--- src/sprites.hex ---
// each line: @ word address (frame * 400h + byte address), then bytes from there on
// frames 0-5 idle, 6-9 sleeping, 10-14 eating, 15-21 teaching, 22-29 dead
@0000 01 02 03 04 05 06 07 08
@0400 09 0a 0b 0c 0d 0e 0f 10
@0800 11 12 13 14 15 16 17 18
@0c00 19 1a 1b 1c 1d 1e 1f 20
@1000 21 22 23 24 25 26 27 28
@1400 29 2a 2b 2c 2d 2e 2f 30
@1800 31 32 33 34 35 36 37 38
@1c00 39 3a 3b 3c 3d 3e 3f 40
@2000 41 42 43 44 45 46 47 48
@2400 49 4a 4b 4c 4d 4e 4f 50
@2800 51 52 53 54 55 56 57 58
@2c00 59 5a 5b 5c 5d 5e 5f 60
@3000 61 62 63 64 65 66 67 68
@3400 69 6a 6b 6c 6d 6e 6f 70
@3800 71 72 73 74 75 76 77 78
@3c00 79 7a 7b 7c 7d 7e 7f 80
@4000 81 82 83 84 85 86 87 88
@4400 89 8a 8b 8c 8d 8e 8f 90
@4800 91 92 93 94 95 96 97 98
@4c00 99 9a 9b 9c 9d 9e 9f a0
@5000 a1 a2 a3 a4 a5 a6 a7 a8
@5400 a9 aa ab ac ad ae af b0
@5800 b1 b2 b3 b4 b5 b6 b7 b8
@5c00 b9 ba bb bc bd be bf c0
@6000 c1 c2 c3 c4 c5 c6 c7 c8
@6400 c9 ca cb cc cd ce cf d0
@6800 d1 d2 d3 d4 d5 d6 d7 d8
@6c00 d9 da db dc dd de df e0
@7000 e1 e2 e3 e4 e5 e6 e7 e8
@7400 e9 ea eb ec ed ee ef f0
// pixels under the happiness bar, covered by the overlay except when dead
@0041 ff ff ff ff ff
@0c41 ff 7e 3c 18 ff
@1841 aa aa aa aa aa
@2841 55 55 55 55 55
@3c41 0f 0f 0f 0f 0f
@5841 61 62 63 64 65
@5c41 71 72 73 74 75
@6041 81 82 83 84 85
@6441 91 92 93 94 95
@6841 a1 a2 a3 a4 a5
@6c41 b1 b2 b3 b4 b5
@7041 c1 c2 c3 c4 c5
@7441 d1 d2 d3 d4 d5
// hunger and sleep bar columns, plus bytes next to the segments
@0c91 33 33 33 33 33
@0d01 aa
@0d07 55
@5891 e1 e2 e3 e4 e5
@6891 f1 f2 f3 f4 f5
@58e1 1e 2e 3e 4e 5e
@74e1 1d 2d 3d 4d 5d
@5940 9c
@5947 c9
@3c40 77

--- src/hdl/pet_display_pkg.sv ---
package pet_display_pkg;

    // one-hot activity codes, same values the game logic already drives
    typedef enum logic [4:0] {
        IDLE     = 5'b00001,
        SLEEPING = 5'b00010,
        EATING   = 5'b00100,
        TEACHING = 5'b01000,
        DEAD     = 5'b10000
    } pet_state_e;

    localparam int FRAME_BYTES = 1024;  // 128x64 pixels, one byte per 8-pixel slice
    localparam int ADDR_W      = 10;
    localparam int FRAME_ID_W  = 5;
    localparam int IDX_W       = 3;     // holds the longest animation (8 frames)
    localparam int ROM_ADDR_W  = FRAME_ID_W + ADDR_W;

    localparam int IDLE_FRAMES  = 6;
    localparam int SLEEP_FRAMES = 4;
    localparam int EAT_FRAMES   = 5;
    localparam int TEACH_FRAMES = 7;
    localparam int DEAD_FRAMES  = 8;

    // first frame of each animation inside the sprite ROM
    localparam logic [FRAME_ID_W-1:0] IDLE_BASE  = 5'd0;
    localparam logic [FRAME_ID_W-1:0] SLEEP_BASE = 5'd6;
    localparam logic [FRAME_ID_W-1:0] EAT_BASE   = 5'd10;
    localparam logic [FRAME_ID_W-1:0] TEACH_BASE = 5'd15;
    localparam logic [FRAME_ID_W-1:0] DEAD_BASE  = 5'd22;

    localparam int TOTAL_FRAMES = 30;
    localparam int ROM_DEPTH    = TOTAL_FRAMES * FRAME_BYTES;

    localparam int COL_BYTES = 8;                 // bytes per column in the address map
    localparam int OFS_W     = $clog2(COL_BYTES);
    localparam int COL_W     = ADDR_W - OFS_W;

    localparam int HAPPY_COL    = 8;
    localparam int HUNGER_COL   = 18;
    localparam int SLEEP_COL    = 28;
    localparam int BAR_COLS     = 5;  // columns covered by one bar
    localparam int BAR_SEGMENTS = 5;  // segments sit at byte offsets 1 to 5

    localparam logic [7:0] SEG_FULL = 8'hEE;
    localparam logic [7:0] SEG_HALF = 8'hE0;

    // segment s lights full above 110-20s and half above 100-20s
    localparam int SEG_FULL_BASE = 110;
    localparam int SEG_HALF_BASE = 100;
    localparam int SEG_STEP      = 20;

    localparam int MOOD_HIGH = 80;
    localparam int MOOD_LOW  = 10;
    localparam int MOOD_WARN = 20;

    localparam logic [IDX_W-1:0] MOOD_CONTENT  = 3'd0;
    localparam logic [IDX_W-1:0] MOOD_HUNGRY   = 3'd1;
    localparam logic [IDX_W-1:0] MOOD_SAD      = 3'd2;
    localparam logic [IDX_W-1:0] MOOD_PLAIN    = 3'd3;
    localparam logic [IDX_W-1:0] MOOD_WORRIED  = 3'd4;
    localparam logic [IDX_W-1:0] MOOD_TIRED    = 3'd5;

    localparam string SPRITE_FILE = "/design/src/sprites.hex";

    typedef struct packed {
        logic [7:0] happiness;
        logic [7:0] hunger;
        logic [7:0] sleep;
    } stats_t;

    typedef struct packed {
        logic [FRAME_ID_W-1:0] frame_id;
        logic [ADDR_W-1:0]     byte_addr;
        logic                  show_bars;
        stats_t                stats;
    } frame_req_t;

    typedef struct packed {
        logic [7:0]        data;
        logic [ADDR_W-1:0] byte_addr;
        logic              show_bars;
        stats_t            stats;
    } rom_word_t;

endpackage
--- src/hdl/status_overlay.sv ---
`timescale 1ns/1ps

module status_overlay
    import pet_display_pkg::*;
(
    input  logic       clk,
    input  logic       i_rst_n,
    input  rom_word_t  i_word,
    output logic [7:0] o_pixel_byte
);

    logic [COL_W-1:0] col;
    logic [OFS_W-1:0] seg;
    logic             seg_ok;
    logic             in_happy;
    logic             in_hunger;
    logic             in_sleep;
    logic [7:0]       bar_val;
    logic [7:0]       next_byte;

    function automatic logic in_bar(input logic [COL_W-1:0] c, input int base);
        return int'(c) >= base && int'(c) < base + BAR_COLS;
    endfunction

    // segment 1 is the top of the bar and needs the highest value
    function automatic logic [7:0] seg_byte(input logic [7:0] v, input logic [OFS_W-1:0] s);
        int full_thr;
        int half_thr;
        full_thr = SEG_FULL_BASE - SEG_STEP * int'(s);
        half_thr = SEG_HALF_BASE - SEG_STEP * int'(s);
        if (int'(v) > full_thr) begin
            return SEG_FULL;
        end else if (int'(v) > half_thr) begin
            return SEG_HALF;
        end
        return 8'h00;
    endfunction

    assign col = i_word.byte_addr[ADDR_W-1:OFS_W];  // column is the address over 8
    assign seg = i_word.byte_addr[OFS_W-1:0];

    assign seg_ok    = i_word.show_bars && seg >= OFS_W'(1) && int'(seg) <= BAR_SEGMENTS;
    assign in_happy  = seg_ok && in_bar(col, HAPPY_COL);
    assign in_hunger = seg_ok && in_bar(col, HUNGER_COL);
    assign in_sleep  = seg_ok && in_bar(col, SLEEP_COL);

    always_comb begin
        bar_val   = 8'h00;
        next_byte = i_word.data;  // sprite byte passes through outside the bars
        if (in_happy) begin
            bar_val   = i_word.stats.happiness;
            next_byte = seg_byte(bar_val, seg);
        end else if (in_hunger) begin
            bar_val   = i_word.stats.hunger;
            next_byte = seg_byte(bar_val, seg);
        end else if (in_sleep) begin
            bar_val   = i_word.stats.sleep;
            next_byte = seg_byte(bar_val, seg);
        end
    end

    always_ff @(posedge clk or negedge i_rst_n) begin
        if (!i_rst_n) begin
            o_pixel_byte <= 8'h00;
        end else begin
            o_pixel_byte <= next_byte;
        end
    end

endmodule

--- config.mk ---
export PLATFORM = sky130hd
export DESIGN_NAME = status_overlay
export DESIGN_NICKNAME = d
export VERILOG_FILES = /design/src/hdl/pet_display_pkg.sv /design/src/hdl/status_overlay.sv
export SDC_FILE = /design/constraint.sdc
export NUM_CORES = 1
export LEC_CHECK = 0
export BUFFER_PORTS_ARGS = -buffer_cell sky130_fd_sc_hd__buf_2
export CORE_MARGIN = 1
export CORE_UTILIZATION = 55
export DETAILED_ROUTE_END_ITERATION = 12
export PLACE_DENSITY = 0.83
export SLEW_MARGIN = 5
export SYNTH_ARGS = -nofsm -noshare
export SYNTH_HDL_FRONTEND = slang
export SYNTH_SLANG_ARGS = --single-unit
--- constraint.sdc ---
create_clock -name clk -period 0.8 [get_ports clk]
set_input_delay 0.04 -clock clk [delete_from_list [all_inputs] [get_ports clk]]
set_output_delay 0.04 -clock clk [all_outputs]
set_load 0.1 [all_outputs]
==> results of run 1 <==
==> per-layer routing <==
layer	overflow	GRT usage [%]
met5	0	3.57
met4	14	70.4
met3	0	31.6
met2	13	91.0
met1	0	59.4
==> cells by family after synthesis <==
group                      count (synthesis)  synth area share (%)
xor gates and xnor gates                   9                  5.74
DFF                                        8                  12.4
buffers and inverters                     16                  4.19
and+or+nand+nor                           54                  23.6
AOI/OAI and AO/OA                         54                  24.8
muxes                                      4                  2.48
adders and majority gates                 34                  26.8
==> stage by stage <==
step | util, % | cells | instance area (um^2) | setup TNS (ns) | worst slack [ns]
floorplan | - | 179 | 1700 | -7.39 | -1.18
global placement | 88.9 | 307 | 2450 | -10.01 | -1.40
detailed placement | 88.9 | 307 | 2450 | -10.95 | -1.60
CTS | 97.4 | 319 | 2690 | -8.60 | -1.23
==> synth_stat cells (2+ instances only) <==
cell	count	area share [%]
xor2_1	2	1.1
mux2i_1	4	2.5
a211oi_1	4	1.9
nand3_1	5	1.6
a2111oi_0	3	1.6
and3_2	2	0.93
nand2_1	10	2.3
inv_1	15	3.5
xnor2_1	6	3.3
nor2b_1	5	1.9
nand4b_1	5	2.7
o21bai_1	2	0.93
ha_1	33	26
nor3_1	2	0.62
a222oi_1	2	1.2
nor4bb_1	2	1.2
nand2b_1	2	0.78
o2111ai_1	4	2.2
a21o_1	6	2.8
nor2_1	5	1.2
o21ai_0	8	2.5
or2_2	2	0.78
a21oi_1	14	4.3
dfrtp_1	8	12
a41oi_1	2	1.1
==> repair_timing <==
item	4_1_cts
endpoints found under the hold margin	8
pin swaps	17
cloned	0
gates resized for setup	36
setup endpoints to repair	16
buffers inserted	7
hold buffers	1
==> summary.txt, run 1 <==
Run status
  • Status: aborted with a tool error
  • Last stage reached: global routing (5_1_grt)
  • Run-stopping error: [ERROR GRT-0116] Global routing finished with congestion. Check the congestion regions in the DRC Viewer.

Global route
  • First-pass GRT wire length: 14700 um
  • Largest net degree at the start of global routing: 9
  • GRT overflow: 27
  • Vias in the first global route: 2763
  • Total GRT Usage: 62.6%

Floorplanning
  • Row cnt: 19
  • Die X: 56.2 um
  • Io pins: 53
  • Starting Density: 58.5%
  • Die Y: 56.2 um

Synth
  • Synth Cell Area: 1610 um^2
  • Synth Warn #: 0
  • Netlist cell types: 51
  • Ys flop type: dfrtp_1
  • Seq cells post-synth: 8
  • EDFF count, synth: 0
  • Syn nets: 258
  • Register area share after synthesis: 12.4%
  • Post-synthesis cell count: 179
  • Mean Syn Cell Area: 9.02 um^2
  • Async SR Flop Fraction: 100%

Clocking
  • Htree depth: 1
  • CTS root buf: clkbuf_4
  • Clock buffer depth: 2
  • CTS buffer count: 3
  • Num Clock Sinks: 8

Place
  • RePlAce Congestion: 0.914
  • Post-DP HPWL: 4810 um
  • I/O Buffers: 52
==> inputs of run 2 (changes only) <==
--- a/config.mk
+++ b/config.mk
@@ -7,9 +7,9 @@
 export LEC_CHECK = 0
 export BUFFER_PORTS_ARGS = -buffer_cell sky130_fd_sc_hd__buf_2
 export CORE_MARGIN = 1
-export CORE_UTILIZATION = 55
+export CORE_UTILIZATION = 40
 export DETAILED_ROUTE_END_ITERATION = 12
-export PLACE_DENSITY = 0.83
+export PLACE_DENSITY_LB_ADDON = 0.15
 export SLEW_MARGIN = 5
 export SYNTH_ARGS = -nofsm -noshare
 export SYNTH_HDL_FRONTEND = slang
==> run 2 against run 1 <==
The flow now finishes, with violations (negative setup slack). Synthesized cell count unchanged. Area after synthesis did not move.
==> summary.txt, run 2 <==
Power and ir drop
  • Total chip power: 2.85 mW
  • P_leak: 1.31 nW
  • Worst VDD drop: 612 uV
  • Power per Cell Area: 1030 nW/um^2

Layout
  • Highest-count cells in the layout ignoring fill and taps: buf_4, buf_2, ha_1
  • Largest registers: o_pixel_byte x8
  • # diodes: 0
  • Commonest non-fill, non-tap cell in the layout: buf_4
  • Number of flip-flops in the largest register: 8
  • Finished Core Util: 73.7%
  • Layout Cells excl Fill: 343
  • Area grow syn2layout: 72.2%
  • Final Cell Area: 2780 um^2
  • Nets: 375
  • Layout cells sized above 1: 53.9%
  • Largest reg by FF count: o_pixel_byte

Synth
  • Count leader, synth: ha_1 (unchanged)
  • Synth Cell Area: 1610 um^2 (unchanged)
  • Netlist cell types: 51 (unchanged)
  • Mean Syn Cell Area: 9.02 um^2 (unchanged)
  • Syn nets: 258 (unchanged)
  • Synth top area cells: ha_1, dfrtp_1, a21oi_1 (unchanged)
  • Async SR Flop Fraction: 100% (unchanged)
  • Synth Warn #: 0 (unchanged)
  • Ys flop type: dfrtp_1 (unchanged)
  • Post-synthesis cell count: 179 (unchanged)
  • Top cell type's share of synthesized area: 25.6% (unchanged)
  • Register area share after synthesis: 12.4% (unchanged)
  • EDFF count, synth: 0 (unchanged)
  • Seq cells post-synth: 8 (unchanged)
  • Synth cell count leaders: ha_1, inv_1, a21oi_1, nand2_1 (unchanged)
  • Post-synth top area cell: ha_1 (unchanged)

Worst setup path
  • Worst path required time: 0.88 ns
  • Worst path slowest cell: a2111oi_1
  • CP Launch Type: input port
  • Critical path's most frequent cell: ha_1
  • CP Class: input port to flop
  • Critical path endpoint category: flop
  • Crit Path Max Fanout: 4
  • Worst path depth: 10
  • Worst path cell trace: buf_8 > buf_4 > ha_1 > clkinvlp_4 > ha_1 > nor4_1 > and3_1 > nor4_4 > a2111oi_1 > o2111ai_1
  • Max stage delay on crit path: 0.39 ns
  • Buffers and inverters on the worst path: 3
  • Worst path arrival time: 2.10 ns
  • CP delay by family, top: simple AND/OR/NAND/NOR gates

Place
  • I/O Buffers: 52 (unchanged)
  • Setup WS pre-CTS: -1.55 ns (was -1.60 ns)
  • Post-DP HPWL: 4000 um (was 4810 um)
  • Placed cell count: 331 (was 307)
  • Placed cell area: 2520 um^2 (was 2450 um^2)
  • RePlAce Congestion: 0.858 (was 0.914)

Floorplanning
  • Row cnt: 22 (was 19)
  • Core area: 3770 um^2
  • Die area: 4290 um^2
  • Die X: 65.5 um (was 56.2 um)
  • Starting Density: 42.8% (was 58.5%)
  • Die Y: 65.5 um (was 56.2 um)
  • Io pins: 53 (unchanged)

Timing
  • Fin crit share: 253%
  • FMAX: 495 MHz
  • Final WS setup: -1.22 ns
  • Min cycle time layout: 2.02 ns
  • Fin Setup TNS: -8.74 ns
  • Worst Hold Slack: 0.0814 ns
  • Final Hold Fails: 0
  • Final setup fails: 16
  • RSZ-0062 raised after global routing: yes
  • Final Max Tran Viols: 0
  • Tightest Pin Transition: 0.384 ns
  • Slew margin rel.: 74.0%

Routing
  • Wire per inst: 14.2 um
  • Overall routed net length: 4870 um
  • Via Count: 1806
  • DR DRC count: 0
  • DRT antenna net count: 0
  • DRT Pass-1 Iters: 4
  • Initial DRC count: 71
  • Vias per inst: 5.27

Clocking
  • CTS clk-pin slew, worst paths: 0.04 ns
  • CTS root buf: clkbuf_8 (was clkbuf_4)
  • CTS tree: built
  • CTS buffer count: 3 (unchanged)
  • Num Clock Sinks: 8 (unchanged)
  • Clock buffer depth: 2 (unchanged)
  • Htree depth: 1 (unchanged)

Global route
  • First-pass GRT wire length: 7750 um
  • Largest net degree at the start of global routing: 10
  • Total GRT Usage: 23.3%
  • Initial antenna violation count: 0
  • GRT overflow: 0
  • Vias in the first global route: 1743

Job
  • MaxCap Viol Count: 0

Run status
  • Status: finished, violations left (was aborted with a tool error)
  • Violated checks: negative setup slack

Hold path
  • Hold Path Stages: 3
  • Worst min path class: input port to flop
[run 2: cell counts after synthesis]
Identical to the previous run, type by type.
[run 2: logic make-up after synthesis]
family	Yosys count	share of synthesized area [%]
AOI/OAI and AO/OA	54	24.8
xor gates and xnor gates	9	5.74
adders and majority gates	34	26.8
buffers and inverters	16	4.19
DFF	8	12.4
muxes	4	2.48
and+or+nand+nor	54	23.6
[run 2: power breakdown]
part           total, mW  internal (mW)  leakage [nW]  switching, mW
logic               1.89          0.951          1.20          0.941
clock network      0.497          0.345        0.0228          0.153
registers          0.465          0.440        0.0865         0.0249
[run 2: repair_timing]
item / in CTS / in global routing
pin swaps: 19 / 16
endpoints found under the hold margin: 8 / 0
setup buffers: 5 / 2
hold buffers: 1 / 0
resized for setup: 21 / 12
setup endpoints to repair: 16 / 16
[run 2: worst paths after layout]
kind                       startpoint               to  slack (ns)
setup / recovery           i_word[26]  o_pixel_byte[5]       -1.22
hold / removal             i_word[38]  o_pixel_byte[3]        0.08
max in group asynchronous     i_rst_n  o_pixel_byte[0]        0.42
min in group asynchronous     i_rst_n  o_pixel_byte[1]        0.20
[run 2: cell type report]
cell class / count / area (um^2)
multi-input combinational: 155 / 1530
clock buffer: 4 / 45.0
inverter: 15 / 63.8
timing repair buffer: 113 / 875
tap: 48 / 60.1
fill: 284 / 992
sequential: 8 / 209
[run 2: routing by layer]
metal | share of wire [%] | vias up | global-route usage (%) | wire length, um
li1 | - | 917 | - | -
met1 | 46 | 859 | 31.0 | 2260
met2 | 51 | 30 | 42.1 | 2490
met3 | 2.3 | 0 | 2.60 | 112
met4 | 0 | 0 | 0.815 | 0
met5 | 0 | - | 0 | 0
(Power assumes the default switching activity.)
==> inputs of run 3 (changes only) <==
--- a/config.mk
+++ b/config.mk
@@ -6,6 +6,8 @@
 export NUM_CORES = 1
 export LEC_CHECK = 0
 export BUFFER_PORTS_ARGS = -buffer_cell sky130_fd_sc_hd__buf_2
+export CELL_PAD_IN_SITES_DETAIL_PLACEMENT = 1
+export CELL_PAD_IN_SITES_GLOBAL_PLACEMENT = 1
 export CORE_MARGIN = 1
 export CORE_UTILIZATION = 40
 export DETAILED_ROUTE_END_ITERATION = 12
==> run 3 against run 2 <==
Synthesized cell count unchanged. The flow now stops in clock tree synthesis (4_1_cts). Area after synthesis unchanged.
==> summary.txt, run 3 <==
Synth
  • Syn nets: 258 (unchanged)
  • Netlist cell types: 51 (unchanged)
  • Ys flop type: dfrtp_1 (unchanged)
  • Top cell type's share of synthesized area: 25.6% (unchanged)
  • Count leader, synth: ha_1 (unchanged)
  • Register area share after synthesis: 12.4% (unchanged)
  • Synth Cell Area: 1610 um^2 (unchanged)
  • Synth cell count leaders: ha_1, inv_1, a21oi_1, nand2_1 (unchanged)
  • Synth top area cells: ha_1, dfrtp_1, a21oi_1 (unchanged)
  • Synth Warn #: 0 (unchanged)
  • Post-synthesis cell count: 179 (unchanged)
  • Async SR Flop Fraction: 100% (unchanged)
  • EDFF count, synth: 0 (unchanged)
  • Mean Syn Cell Area: 9.02 um^2 (unchanged)
  • Post-synth top area cell: ha_1 (unchanged)
  • Seq cells post-synth: 8 (unchanged)

Clocking
  • Num Clock Sinks: 8 (unchanged)
  • Htree depth: 1 (unchanged)
  • CTS Hold Bufs: 1 (unchanged)
  • CTS buffer count: 3 (unchanged)
  • CTS root buf: clkbuf_8 (unchanged)
  • Post-CTS resize count: 32 (was 21)
  • Clock buffer depth: 2 (unchanged)
  • # Post-CTS Setup Buffers: 6 (was 5)

Place
  • RePlAce Congestion: 0.926 (was 0.858)
  • I/O Buffers: 52 (unchanged)
  • Placed cell area: 2530 um^2 (was 2520 um^2)
  • Post-DP HPWL: 6480 um (was 4000 um)
  • Placed cell count: 332 (was 331)

Run status
  • Run-stopping error: [ERROR DPL-0033] detailed placement checks failed during check placement.
  • Last stage reached: clock tree synthesis (4_1_cts)
  • Status: aborted with a tool error (was finished, violations left)

Floorplanning
  • Die X: 65.5 um (unchanged)
  • Io pins: 53 (unchanged)
  • Row cnt: 22 (unchanged)
  • Starting Density: 42.8% (unchanged)
  • Die Y: 65.5 um (unchanged)
==> run 3: kinds of logic after synthesis <==
group | share of synthesized area (%)
compound gates | 24.8
xor+xnor | 5.74
fa+ha+maj | 26.8
simple gates | 23.6
buf+inv | 4.19
flops | 12.4
mux | 2.48
==> run 3: stage by stage <==
stage               setup slack (ns)  util [%]
global placement               -1.44      67.2
detailed placement             -1.76      67.2
floorplan                      -1.18         -
