`src/sprites.hex`:
```
// each line: @ word address (frame * 400h + byte address), then bytes from there on
// frames 0-5 idle, 6-9 sleeping, 10-14 eating, 15-21 teaching, 22-29 dead
@0000 01 02 03 04 05 06 07 08
@0400 09 0a 0b 0c 0d 0e 0f 10
@0800 11 12 13 14 15 16 17 18
@0c00 19 1a 1b 1c 1d 1e 1f 20
@1000 21 22 23 24 25 26 27 28
@1400 29 2a 2b 2c 2d 2e 2f 30
@1800 31 32 33 34 35 36 37 38
@1c00 39 3a 3b 3c 3d 3e 3f 40
@2000 41 42 43 44 45 46 47 48
@2400 49 4a 4b 4c 4d 4e 4f 50
@2800 51 52 53 54 55 56 57 58
@2c00 59 5a 5b 5c 5d 5e 5f 60
@3000 61 62 63 64 65 66 67 68
@3400 69 6a 6b 6c 6d 6e 6f 70
@3800 71 72 73 74 75 76 77 78
@3c00 79 7a 7b 7c 7d 7e 7f 80
@4000 81 82 83 84 85 86 87 88
@4400 89 8a 8b 8c 8d 8e 8f 90
@4800 91 92 93 94 95 96 97 98
@4c00 99 9a 9b 9c 9d 9e 9f a0
@5000 a1 a2 a3 a4 a5 a6 a7 a8
@5400 a9 aa ab ac ad ae af b0
@5800 b1 b2 b3 b4 b5 b6 b7 b8
@5c00 b9 ba bb bc bd be bf c0
@6000 c1 c2 c3 c4 c5 c6 c7 c8
@6400 c9 ca cb cc cd ce cf d0
@6800 d1 d2 d3 d4 d5 d6 d7 d8
@6c00 d9 da db dc dd de df e0
@7000 e1 e2 e3 e4 e5 e6 e7 e8
@7400 e9 ea eb ec ed ee ef f0
// pixels under the happiness bar, covered by the overlay except when dead
@0041 ff ff ff ff ff
@0c41 ff 7e 3c 18 ff
@1841 aa aa aa aa aa
@2841 55 55 55 55 55
@3c41 0f 0f 0f 0f 0f
@5841 61 62 63 64 65
@5c41 71 72 73 74 75
@6041 81 82 83 84 85
@6441 91 92 93 94 95
@6841 a1 a2 a3 a4 a5
@6c41 b1 b2 b3 b4 b5
@7041 c1 c2 c3 c4 c5
@7441 d1 d2 d3 d4 d5
// hunger and sleep bar columns, plus bytes next to the segments
@0c91 33 33 33 33 33
@0d01 aa
@0d07 55
@5891 e1 e2 e3 e4 e5
@6891 f1 f2 f3 f4 f5
@58e1 1e 2e 3e 4e 5e
@74e1 1d 2d 3d 4d 5d
@5940 9c
@5947 c9
@3c40 77

```
`src/hdl/pet_display_pkg.sv`:
```
package pet_display_pkg;

    // one-hot activity codes, same values the game logic already drives
    typedef enum logic [4:0] {
        IDLE     = 5'b00001,
        SLEEPING = 5'b00010,
        EATING   = 5'b00100,
        TEACHING = 5'b01000,
        DEAD     = 5'b10000
    } pet_state_e;

    localparam int FRAME_BYTES = 1024;  // 128x64 pixels, one byte per 8-pixel slice
    localparam int ADDR_W      = 10;
    localparam int FRAME_ID_W  = 5;
    localparam int IDX_W       = 3;     // holds the longest animation (8 frames)
    localparam int ROM_ADDR_W  = FRAME_ID_W + ADDR_W;

    localparam int IDLE_FRAMES  = 6;
    localparam int SLEEP_FRAMES = 4;
    localparam int EAT_FRAMES   = 5;
    localparam int TEACH_FRAMES = 7;
    localparam int DEAD_FRAMES  = 8;

    // first frame of each animation inside the sprite ROM
    localparam logic [FRAME_ID_W-1:0] IDLE_BASE  = 5'd0;
    localparam logic [FRAME_ID_W-1:0] SLEEP_BASE = 5'd6;
    localparam logic [FRAME_ID_W-1:0] EAT_BASE   = 5'd10;
    localparam logic [FRAME_ID_W-1:0] TEACH_BASE = 5'd15;
    localparam logic [FRAME_ID_W-1:0] DEAD_BASE  = 5'd22;

    localparam int TOTAL_FRAMES = 30;
    localparam int ROM_DEPTH    = TOTAL_FRAMES * FRAME_BYTES;

    localparam int COL_BYTES = 8;                 // bytes per column in the address map
    localparam int OFS_W     = $clog2(COL_BYTES);
    localparam int COL_W     = ADDR_W - OFS_W;

    localparam int HAPPY_COL    = 8;
    localparam int HUNGER_COL   = 18;
    localparam int SLEEP_COL    = 28;
    localparam int BAR_COLS     = 5;  // columns covered by one bar
    localparam int BAR_SEGMENTS = 5;  // segments sit at byte offsets 1 to 5

    localparam logic [7:0] SEG_FULL = 8'hEE;
    localparam logic [7:0] SEG_HALF = 8'hE0;

    // segment s lights full above 110-20s and half above 100-20s
    localparam int SEG_FULL_BASE = 110;
    localparam int SEG_HALF_BASE = 100;
    localparam int SEG_STEP      = 20;

    localparam int MOOD_HIGH = 80;
    localparam int MOOD_LOW  = 10;
    localparam int MOOD_WARN = 20;

    localparam logic [IDX_W-1:0] MOOD_CONTENT  = 3'd0;
    localparam logic [IDX_W-1:0] MOOD_HUNGRY   = 3'd1;
    localparam logic [IDX_W-1:0] MOOD_SAD      = 3'd2;
    localparam logic [IDX_W-1:0] MOOD_PLAIN    = 3'd3;
    localparam logic [IDX_W-1:0] MOOD_WORRIED  = 3'd4;
    localparam logic [IDX_W-1:0] MOOD_TIRED    = 3'd5;

    localparam string SPRITE_FILE = "/design/src/sprites.hex";

    typedef struct packed {
        logic [7:0] happiness;
        logic [7:0] hunger;
        logic [7:0] sleep;
    } stats_t;

    typedef struct packed {
        logic [FRAME_ID_W-1:0] frame_id;
        logic [ADDR_W-1:0]     byte_addr;
        logic                  show_bars;
        stats_t                stats;
    } frame_req_t;

    typedef struct packed {
        logic [7:0]        data;
        logic [ADDR_W-1:0] byte_addr;
        logic              show_bars;
        stats_t            stats;
    } rom_word_t;

endpackage
```
`src/hdl/frame_sequencer.sv`:
```
`timescale 1ns/1ps

module frame_sequencer
    import pet_display_pkg::*;
#(
    parameter int TICK_BITS = 22
) (
    input  logic              clk,
    input  logic              i_rst_n,
    input  logic [ADDR_W-1:0] i_byte_addr,
    input  pet_state_e        i_state,
    input  stats_t            i_stats,
    output frame_req_t        o_req
);

    logic [TICK_BITS-1:0] tick_cnt;
    logic                 frame_tick;

    logic [IDX_W-1:0] idx_sleep;
    logic [IDX_W-1:0] idx_eat;
    logic [IDX_W-1:0] idx_teach;
    logic [IDX_W-1:0] idx_dead;
    logic [IDX_W-1:0] mood_idx;

    // the slow animations only step on every other tick
    logic ph_sleep;
    logic ph_eat;
    logic ph_teach;

    logic [IDX_W-1:0] frame_idx;
    logic [FRAME_ID_W-1:0] frame_base;

    function automatic logic [IDX_W-1:0] wrap_inc(input logic [IDX_W-1:0] idx,
                                                   input int count);
        if (int'(idx) == count - 1) begin
            return '0;
        end
        return idx + IDX_W'(1);
    endfunction

    assign frame_tick = &tick_cnt;  // counter wraps right after this cycle

    always_ff @(posedge clk or negedge i_rst_n) begin
        if (!i_rst_n) begin
            tick_cnt  <= '0;
            ph_sleep  <= 1'b0;
            ph_eat    <= 1'b0;
            ph_teach  <= 1'b0;
            idx_sleep <= '0;
            idx_eat   <= '0;
            idx_teach <= '0;
            idx_dead  <= '0;
        end else begin
            tick_cnt <= tick_cnt + TICK_BITS'(1);
            if (frame_tick) begin
                ph_sleep <= ~ph_sleep;
                ph_eat   <= ~ph_eat;
                ph_teach <= ~ph_teach;
                if (!ph_sleep) idx_sleep <= wrap_inc(idx_sleep, SLEEP_FRAMES);
                if (!ph_eat) idx_eat <= wrap_inc(idx_eat, EAT_FRAMES);
                if (!ph_teach) idx_teach <= wrap_inc(idx_teach, TEACH_FRAMES);
                idx_dead <= wrap_inc(idx_dead, DEAD_FRAMES);  // dead frames step every tick
            end
        end
    end

    // first rule that matches picks the idle frame
    always_ff @(posedge clk or negedge i_rst_n) begin
        if (!i_rst_n) begin
            mood_idx <= MOOD_CONTENT;
        end else if (i_stats.happiness > MOOD_HIGH && i_stats.hunger > MOOD_HIGH &&
                     i_stats.sleep > MOOD_HIGH) begin
            mood_idx <= MOOD_CONTENT;
        end else if (i_stats.happiness < MOOD_LOW) begin
            mood_idx <= MOOD_SAD;
        end else if (i_stats.hunger < MOOD_LOW) begin
            mood_idx <= MOOD_HUNGRY;
        end else if (i_stats.sleep < MOOD_LOW) begin
            mood_idx <= MOOD_TIRED;
        end else if (i_stats.happiness < MOOD_WARN || i_stats.hunger < MOOD_WARN ||
                     i_stats.sleep < MOOD_WARN) begin
            mood_idx <= MOOD_WORRIED;
        end else begin
            mood_idx <= MOOD_PLAIN;
        end
    end

    always_comb begin
        case (i_state)
            SLEEPING: begin
                frame_base = SLEEP_BASE;
                frame_idx  = idx_sleep;
            end
            EATING: begin
                frame_base = EAT_BASE;
                frame_idx  = idx_eat;
            end
            TEACHING: begin
                frame_base = TEACH_BASE;
                frame_idx  = idx_teach;
            end
            DEAD: begin
                frame_base = DEAD_BASE;
                frame_idx  = idx_dead;
            end
            default: begin  // IDLE and any illegal code show the mood frame
                frame_base = IDLE_BASE;
                frame_idx  = mood_idx;
            end
        endcase
    end

    assign o_req.frame_id  = frame_base + FRAME_ID_W'(frame_idx);
    assign o_req.byte_addr = i_byte_addr;
    assign o_req.show_bars = (i_state != DEAD);  // no bars over the dead animation
    assign o_req.stats     = i_stats;

endmodule

```
`config.mk`:
```
export PLATFORM = sky130hd
export DESIGN_NAME = frame_sequencer
export DESIGN_NICKNAME = d
export VERILOG_FILES = /design/src/hdl/pet_display_pkg.sv /design/src/hdl/frame_sequencer.sv
export SDC_FILE = /design/constraint.sdc
export NUM_CORES = 1
export LEC_CHECK = 0
export ABC_AREA = 1
export BUFFER_PORTS_ARGS = -buffer_cell sky130_fd_sc_hd__buf_2
export CAP_MARGIN = 20
export CORE_ASPECT_RATIO = 0.8
export CORE_MARGIN = 1
export CORE_UTILIZATION = 40
export CTS_CLUSTER_SIZE = 25
export DETAILED_ROUTE_END_ITERATION = 10
export GPL_ROUTABILITY_DRIVEN = 0
export PLACE_DENSITY = 0.71
export SYNTH_ARGS = -nofsm -noshare
export SYNTH_HDL_FRONTEND = slang
export SYNTH_SLANG_ARGS = --single-unit
export TNS_END_PERCENT = 100
```
`constraint.sdc`:
```
create_clock -name clk -period 4.1 [get_ports clk]
set_clock_uncertainty 0.05 [all_clocks]
set_input_delay 1.23 -clock clk [delete_from_list [all_inputs] [get_ports clk]]
set_output_delay 1.23 -clock clk [all_outputs]
set_load 0.01 [all_outputs]
```
Yosys cells after proc, flatten, opt, wreduce, memory -nomap -nowiden
Cells that the tools add are included.
- logic and storage cells: 70
- input port bits: 41
- register bits: 40
- reduce and logical (&&, ||, !) cells: 8
- muxes and demuxes: 26
- equal/unequal tests: 9
- $add $sub $neg: 6
- bitwise logic cells: 3
- order comparisons: 9
- operators with widths (cell ; number):
    $reduce_and 23->1 ; 3
    $mux 3 ; 13
    $gt 8x7->1 const B ; 3
    $lt 8x4->1 const B ; 3
    $lt 8x5->1 const B ; 3
    $add 22x1->22 const B ; 1
    $reduce_and 22->1 ; 1
    $pmux 5 s4 ; 1
    $add 3x1->3 const B ; 4
    $pmux 3 s4 ; 1
    $mux 1 ; 11
    $eq 3x3->1 const B ; 2
    $add 5x3->5 ; 1
    $eq 5x2->1 const B ; 1
    $eq 5x3->1 const B ; 1
    $eq 5x4->1 const B ; 1
    $eq 5x5->1 const B ; 1
    $ne 5x5->1 const B ; 1
    $eq 3x1->1 const B ; 1
    $eq 3x2->1 const B ; 1
    $not 1->1 ; 3
    $logic_and 1x1->1 ; 2
    $logic_or 1x1->1 ; 2

Logic depth before layout (Yosys ltp)
Gate-level depths: netlist (run 1).
- depth after elaboration: 8
- mapped depth: 15
- mapped depth without buffers: 15

Worst setup path before layout (run 1)
Ideal clock, no wire load.
- kind: in2out
- start point: input port i_state[1]
- end point: output port o_req[38] (netlist name)
- arrival: 2.756 ns
- data required time: 2.820 ns
- cell stages on the path: 12
- setup slack: 0.064 ns
- path through: nor2_1 > nand3_1 > o22ai_1 > nor2_1 > a21oi_1 > ha_1 > nand2_1 > inv_1 > nand3_1 > nand3_1 > nand2_1 > nand2_1
- RTL lines (item ; RTL line ; source):
    start, declared ; frame_sequencer.sv:11 ; input pet_state_e i_state,
    end, declared ; frame_sequencer.sv:13 ; output frame_req_t o_req

==> results of run 1 <==
[registers in the layout (all words and copies together), names as in the netlist]
name	flops
ph_sleep	1
ph_teach	1
idx_teach	3
idx_sleep	3
idx_eat	3
idx_dead	3
mood_idx	3
ph_eat	1
tick_cnt	22
[worst max path at each step]
stage	from	to	slack (ps)	cells past startpoint
5_1_grt	i_state[4]	o_req[38]	-80	16
6_report	i_state[1]	o_req[38]	60	15
4_1_cts	i_state[3]	o_req[38]	6	16
3_3_place_gp	i_state[2]	o_req[38]	-30	17
2_1_floorplan	i_state[1]	o_req[38]	60	12
3_5_place_dp	i_state[2]	o_req[38]	-120	16
[per-stage QoR]
stage                     power, mW    util  hold slack [ps]
final                        0.7886  0.5124            399.5
after global routing         0.8249  0.5124            422.5
after detailed placement     0.5074  0.4638            392.2
after floorplan              0.4778       -            371.4
after CTS                    0.7866  0.4985            403.7
after global placement       0.5053  0.4638            383.9
[layer usage]
metal  vias up  global-route usage  routed length (um)
met1      1001              0.2169                2457
met3        16             0.03783                 254
met5         -                   0                   0
met2        62              0.2769                2369
met4         0             0.06771                 115
li1       1154                   -                   -
[Yosys cell counts, drive strengths merged (8+ instances only)]
library cell,count,area share
nand3,24,0.050
ha,9,0.043
o21ai,16,0.031
nor3,9,0.026
buf,34,0.098
xnor2,8,0.027
xor2,14,0.047
nand4,8,0.019
nor2,33,0.048
inv,39,0.056
nand2,84,0.12
dfrtp,40,0.38
[power groups by stage]
stage,combinational (mW),sequential [mW],clock [mW]
2_1_floorplan,0.0717,0.406,0
4_1_cts,0.110,0.399,0.278
3_3_place_gp,0.0990,0.406,0
6_report,0.118,0.399,0.272
3_5_place_dp,0.101,0.407,0
5_1_grt,0.133,0.399,0.293
[kinds of logic (layout without fill, tap and decap cells)]
family,Yosys count,after routing,synth area share
AO/OA/AOI/OAI,28,28,0.05998
XOR/XNOR,22,22,0.07390
buffers and inverters,73,123,0.1540
adder cells (fa/ha/maj),9,9,0.04319
AND/OR/NAND/NOR,167,167,0.2850
flip-flops,40,40,0.3839
[area by class of cell]
cell class / count / area [sq um] / share of cell area
clock inverter: 2 / 10.01 / 0.003203
tap: 81 / 101.3 / 0.03243
sequential: 40 / 1001 / 0.3203
inverter: 39 / 146.4 / 0.04684
timing repair buffer: 76 / 456.7 / 0.1461
multi-input combinational: 226 / 1328 / 0.4247
clock buffer: 6 / 82.58 / 0.02642
[critical path, stage by stage]
cell and delay, ps:
buf_8 100, nor2_4 110, buf_6 140, nand3_4 90, o22ai_2 170, nor2_1 70, a21oi_2 110, ha_1 260
nand2_1 80, inv_2 40, nand3_2 80, nand3_2 60, nand2_1 60, nand2_1 40, buf_2 130
[timing repair]
| action | in CTS | in global routing |
|---|---|---|
| endpoints found under the setup margin | 3 | 3 |
| hold buffers | 0 | 0 |
| resized for setup | 21 | 26 |
| setup buffers | 5 | 1 |
| pin swaps | 14 | 13 |
==> results.py, run 1 <==
metrics = {
    "critical_path": {
        "cp.arrival_ps": 2760,
        "cp-start-kind": "input port",
        "rr_startpoint": "tick_cnt[0]$_DFF_PN0_",
        "r2r_slack_ps": 2070,
        "crit_fanout": 6,
        "ff2ff_path_depth": 8,
        "reg2reg_to": "idx_dead[0]$_DFFE_PN0P_",
        "setup.worst_path.class": "in2out",
        "crit_required_ps": 2820,
        "end_kind": "primary output",
    },
    "timing": {
        "rsz0062_at_grt": "yes",
        "fin_ws_ps": 55.76,
        "hold_viol": 0,
        "finalCritPeriodShare": 0.9864,
        "tns_ps": 0,
        "finalSetupViolations": 0,
        "fmax_mhz": 247.3,
        "slew_headroom": 0.4231,
        "worst_pin_slew_ps": 865.4,
        "fin_crit_ps": 4044,
        "slew_viol_final": 0,
    },
    "cells_and_area": {
        "syn_to_final_growth_pct": 19.87,
        "instances_no_fill": 470,
        "final_cell_mix": "nand2_1 (74), buf_2 (56), dfrtp_1 (40)",
        "final_area_sq_um": 3126,
        "fill_cells": 569,
        "final_common_cell": "nand2_1",
        "layout.nets": 438,
        "n_antenna_cell": 0,
        "drive_above_1_share": 0.3239,
    },
    "place": {
        "placed_area_sq_um": 2829,
        "post-place-ws_ps": -123.9,
        "hpwl_um": 3848,
        "placedCellCount": 456,
        "io_buffers": 60,
    },
    "yosys": {
        "netlist_instances": 339,
        "synth_edf_count": 0,
        "synth_seq_cells": 40,
        "synth-main-ff-cell": "dfrtp_1",
        "async_reset_ff_frac": 1.000,
        "syn_area_per_cell_sq_um": 7.692,
        "synth.distinct_cells": 21,
        "yosysWarnings": 0,
        "ys_seq_area_frac": 0.3839,
        "syn_area_sq_um": 2608,
        "synth_fp_nets": 389,
    },
    "clock_network": {
        "cts_buffers": 5,
        "clk_latency_ps": 290,
        "root_buffer": "clkbuf_8",
        "path_clk_slew_ps": 70,
        "clockBufferDepth": 2,
        "cts_tree": "done",
        "cts.sinks": 40,
        "htree_num_levels": 2,
    },
    "global_routing": {
        "antenna_found_initial": 0,
        "grt_pass1_vias": 2169,
        "grt_usage": 0.1677,
        "globalRouteOverflowTotal": 0,
        "grt_max_degree": 41,
        "grt_pass1_wl_um": 9149,
    },
    "floorplan": {
        "die-area_sq_um": 6848,
        "dieHeight_um": 74.22,
        "start_util": 0.4275,
        "pin_count": 81,
        "die_w_um": 92.27,
        "fp-row-count": 25,
        "core_sq_um": 6100,
    },
    "pwr": {
        "p_comb_frac": 0.149,
        "netSwitchingPower_mw": 0.2043,
        "p_leak_nw": 1.632,
        "vdd_drop_max_mv": 0.1214,
        "p_sw_frac": 0.2591,
        "p_int_mw": 0.5842,
        "power_density_nw_per_um2": 252.3,
        "power_frac_seq": 0.506,
        "clockPowerShare": 0.345,
    },
    "min_path": {
        "hold_end": "tick_cnt[0]$_DFF_PN0_",
        "min_path_type": "reg2reg",
        "hold_path_depth": 1,
        "hp-start": "tick_cnt[0]$_DFF_PN0_",
    },
    "routing": {
        "drtAntennaViolNets": 0,
        "viasPerCell": 4.751,
        "routed_wl_um": 5197,
        "wire_per_inst_um": 11.06,
        "drt_iter0_drc": 93,
        "via_count": 2233,
        "drt_first_pass_iters": 4,
        "drc_errors": 0,
    },
    "run": {
        "cap_viol_max_count": 0,
    },
    "outcome": {
        "status": "finished, final reports clean",
    },
}
Note: power is estimated with default switching activity, not from simulation.
==> run 2, diff against run 1 <==
--- a/config.mk
+++ b/config.mk
@@ -8,7 +8,6 @@
 export ABC_AREA = 1
 export BUFFER_PORTS_ARGS = -buffer_cell sky130_fd_sc_hd__buf_2
 export CAP_MARGIN = 20
-export CORE_ASPECT_RATIO = 0.8
 export CORE_MARGIN = 1
 export CORE_UTILIZATION = 40
 export CTS_CLUSTER_SIZE = 25
==> run 2 against run 1 <==
Core utilization shrank 2.9 points. Register-to-register slack is essentially flat. Non-clock buffer count shrank 4. Final cell count shrank 1.7%. Power shrank 1.5%. Combinational power shrank 6%. Flip-flop and latch count is the same. Via count grew 1.0%. First-iteration DRC count grew 6.5%. Setup slack lost 49 ps. Critical path type unchanged. Largest cell class unchanged. Highest routed layer unchanged.
==> results.py, run 2 (synthesis results as in run 1) <==
metrics = {
    "floorplan": {
        "pin_count": 81,
        "core_sq_um": 6314,
        "die-area_sq_um": 6846,
        "start_util": 0.4130,
        "dieHeight_um": 82.74,
        "die_w_um": 82.74,
        "fp-row-count": 29,
    },
    "cells_and_area": {
        "top_register": "tick_cnt",
        "layout.nets": 434,
        "fill_cells": 617,
        "final_cell_mix": "nand2_1 (79), buf_2 (59), dfrtp_1 (40)",
        "n_antenna_cell": 0,
        "final_area_sq_um": 3053,
        "largest_reg_flops": 22,
        "drive_above_1_share": 0.3013,
        "syn_to_final_growth_pct": 17.08,
        "final_common_cell": "nand2_1",
    },
    "min_path": {
        "hold_end": "tick_cnt[0]$_DFF_PN0_",
        "min_path_type": "reg2reg",
        "hold_path_depth": 1,
        "hp-start": "tick_cnt[0]$_DFF_PN0_",
    },
    "pwr": {
        "p_int_mw": 0.5819,
        "power_frac_seq": 0.514,
        "netSwitchingPower_mw": 0.1947,
        "p_sw_frac": 0.2507,
        "p_leak_nw": 1.589,
        "power_density_nw_per_um2": 254.4,
        "p_comb_frac": 0.143,
        "vdd_drop_max_mv": 0.1164,
        "clockPowerShare": 0.343,
    },
    "critical_path": {
        "cp_cell_sequence": "clkbuf_4 -> nor2_4 -> nand2_2 -> nor2_4 -> inv_2 -> o22ai_2 -> nor2_1 -> a21oi_1 -> ha_1 -> nand2_1 -> inv_1 -> nand3_2 -> nand3_1 -> nand2_1 -> nand2_1 -> buf_2",
        "rr_startpoint": "tick_cnt[0]$_DFF_PN0_",
        "crit_top_cell": "nand2_1",
        "r2r_slack_ps": 2060,
        "crit_slowest_cell": "ha_1",
        "cp-start-kind": "input port",
        "crit_required_ps": 2820,
        "cp.arrival_ps": 2810,
        "crit_fanout": 3,
        "ff2ff_path_depth": 8,
        "reg2reg_to": "idx_dead[0]$_DFFE_PN0P_",
        "cp_num_buf_inv": 4,
        "slowest_delay_ps": 260,
        "crit_family": "simple AND/OR/NAND/NOR gates",
        "setup.worst_path.class": "in2out",
        "end_kind": "primary output",
    },
    "place": {
        "placed_area_sq_um": 2839,
        "hpwl_um": 3762,
        "io_buffers": 60,
    },
    "timing": {
        "finalSetupViolations": 0,
        "slew_viol_final": 0,
        "slew_headroom": 0.4363,
        "whs_ps": 412.0,
        "fin_crit_ps": 4093,
        "finalCritPeriodShare": 0.9983,
        "worst_pin_slew_ps": 845.5,
        "tns_ps": 0,
        "rsz0062_at_grt": "yes",
        "fmax_mhz": 244.3,
        "hold_viol": 0,
    },
    "clock_network": {
        "htree_num_levels": 2,
        "cts_setup_buffers": 0,
        "ctsHoldBuffers": 0,
        "path_clk_slew_ps": 70,
        "cts.sinks": 40,
        "cts_buffers": 5,
        "clockBufferDepth": 2,
        "clk_latency_ps": 280,
        "cts_tree": "done",
        "root_buffer": "clkbuf_8",
    },
    "global_routing": {
        "grt_max_degree": 41,
        "grt_pass1_wl_um": 8204,
        "grt_usage": 0.1561,
        "grt_pass1_vias": 2002,
        "antenna_found_initial": 0,
        "globalRouteOverflowTotal": 0,
    },
    "run": {
        "cap_viol_max_count": 0,
    },
    "outcome": {
        "status": "finished, final reports clean",
    },
    "routing": {
        "viasPerCell": 4.883,
        "drc_errors": 0,
        "via_count": 2256,
        "wire_per_inst_um": 10.69,
        "drtAntennaViolNets": 0,
        "routed_wl_um": 4938,
        "drt_first_pass_iters": 5,
        "drt_iter0_drc": 99,
    },
}
-- run 2: changes by cell type in the layout (fill, tap and decap cells not counted), moves of 3 or more --
cell,before,now
buf_2,56,59
buf_4,14,11
buf_6,5,1
nand2_1,74,79
nand2_2,8,5
-- run 2: worst max-delay path by stage --
| stage | from | cells after the start | slack, ps | end |
|---|---|---|---|---|
| after floorplan | i_state[1] | 12 | 60 | o_req[38] |
| after global placement | i_state[2] | 16 | -40 | o_req[38] |
| after detailed placement | i_state[1] | 16 | -100 | o_req[38] |
| after CTS | i_state[2] | 16 | 0.5 | o_req[38] |
| after global routing | i_state[0] | 15 | -150 | o_req[38] |
| final | i_state[2] | 16 | 7 | o_req[38] |
-- run 2: metrics by stage --
stage                     cells  total power [mW]    util  setup slack, ps
final                       462            0.7766  0.4836            7.000
after floorplan             339            0.4778       -            63.60
after CTS                   462            0.7805  0.4717           0.4550
after global placement      454            0.5062  0.4497           -42.52
after detailed placement    454            0.5083  0.4497           -96.72
after global routing        462            0.8249  0.4836           -147.7
-- run 2: power by group through the flow --
stage | clock network, mW | logic, mW | registers [mW]
floorplan | 0 | 0.0717 | 0.406
global placement | 0 | 0.0999 | 0.406
detailed placement | 0 | 0.102 | 0.406
CTS | 0.276 | 0.106 | 0.399
global route | 0.299 | 0.127 | 0.399
finish | 0.267 | 0.111 | 0.399
-- run 2: repair_timing --
item | 4_1_cts | 5_1_grt
endpoints found under the setup margin | 3 | 3
pin swaps | 1 | 10
endpoints found under the hold margin | 0 | 0
resized for setup | 12 | 22
-- run 2: cell type report --
cell class	count	area (sq um)	area share
Clock buffer	7	86.33	0.02828
Sequential cell	40	1001	0.3279
Clock inverter	1	7.507	0.002459
Multi-Input combinational cell	226	1319	0.4320
Inverter	39	146.4	0.04795
Tap cell	77	96.34	0.03156
Timing Repair Buffer	72	396.6	0.1299
-- run 2: routing by layer --
layer / up-vias / routed length [um] / share of wire / global-route usage
met5: - / 0 / 0 / 0
met4: 0 / 66 / 0.013 / 0.05690
met3: 8 / 185 / 0.037 / 0.03956
met2: 58 / 2482 / 0.50 / 0.2664
met1: 1042 / 2203 / 0.45 / 0.1888
li1: 1148 / - / - / -
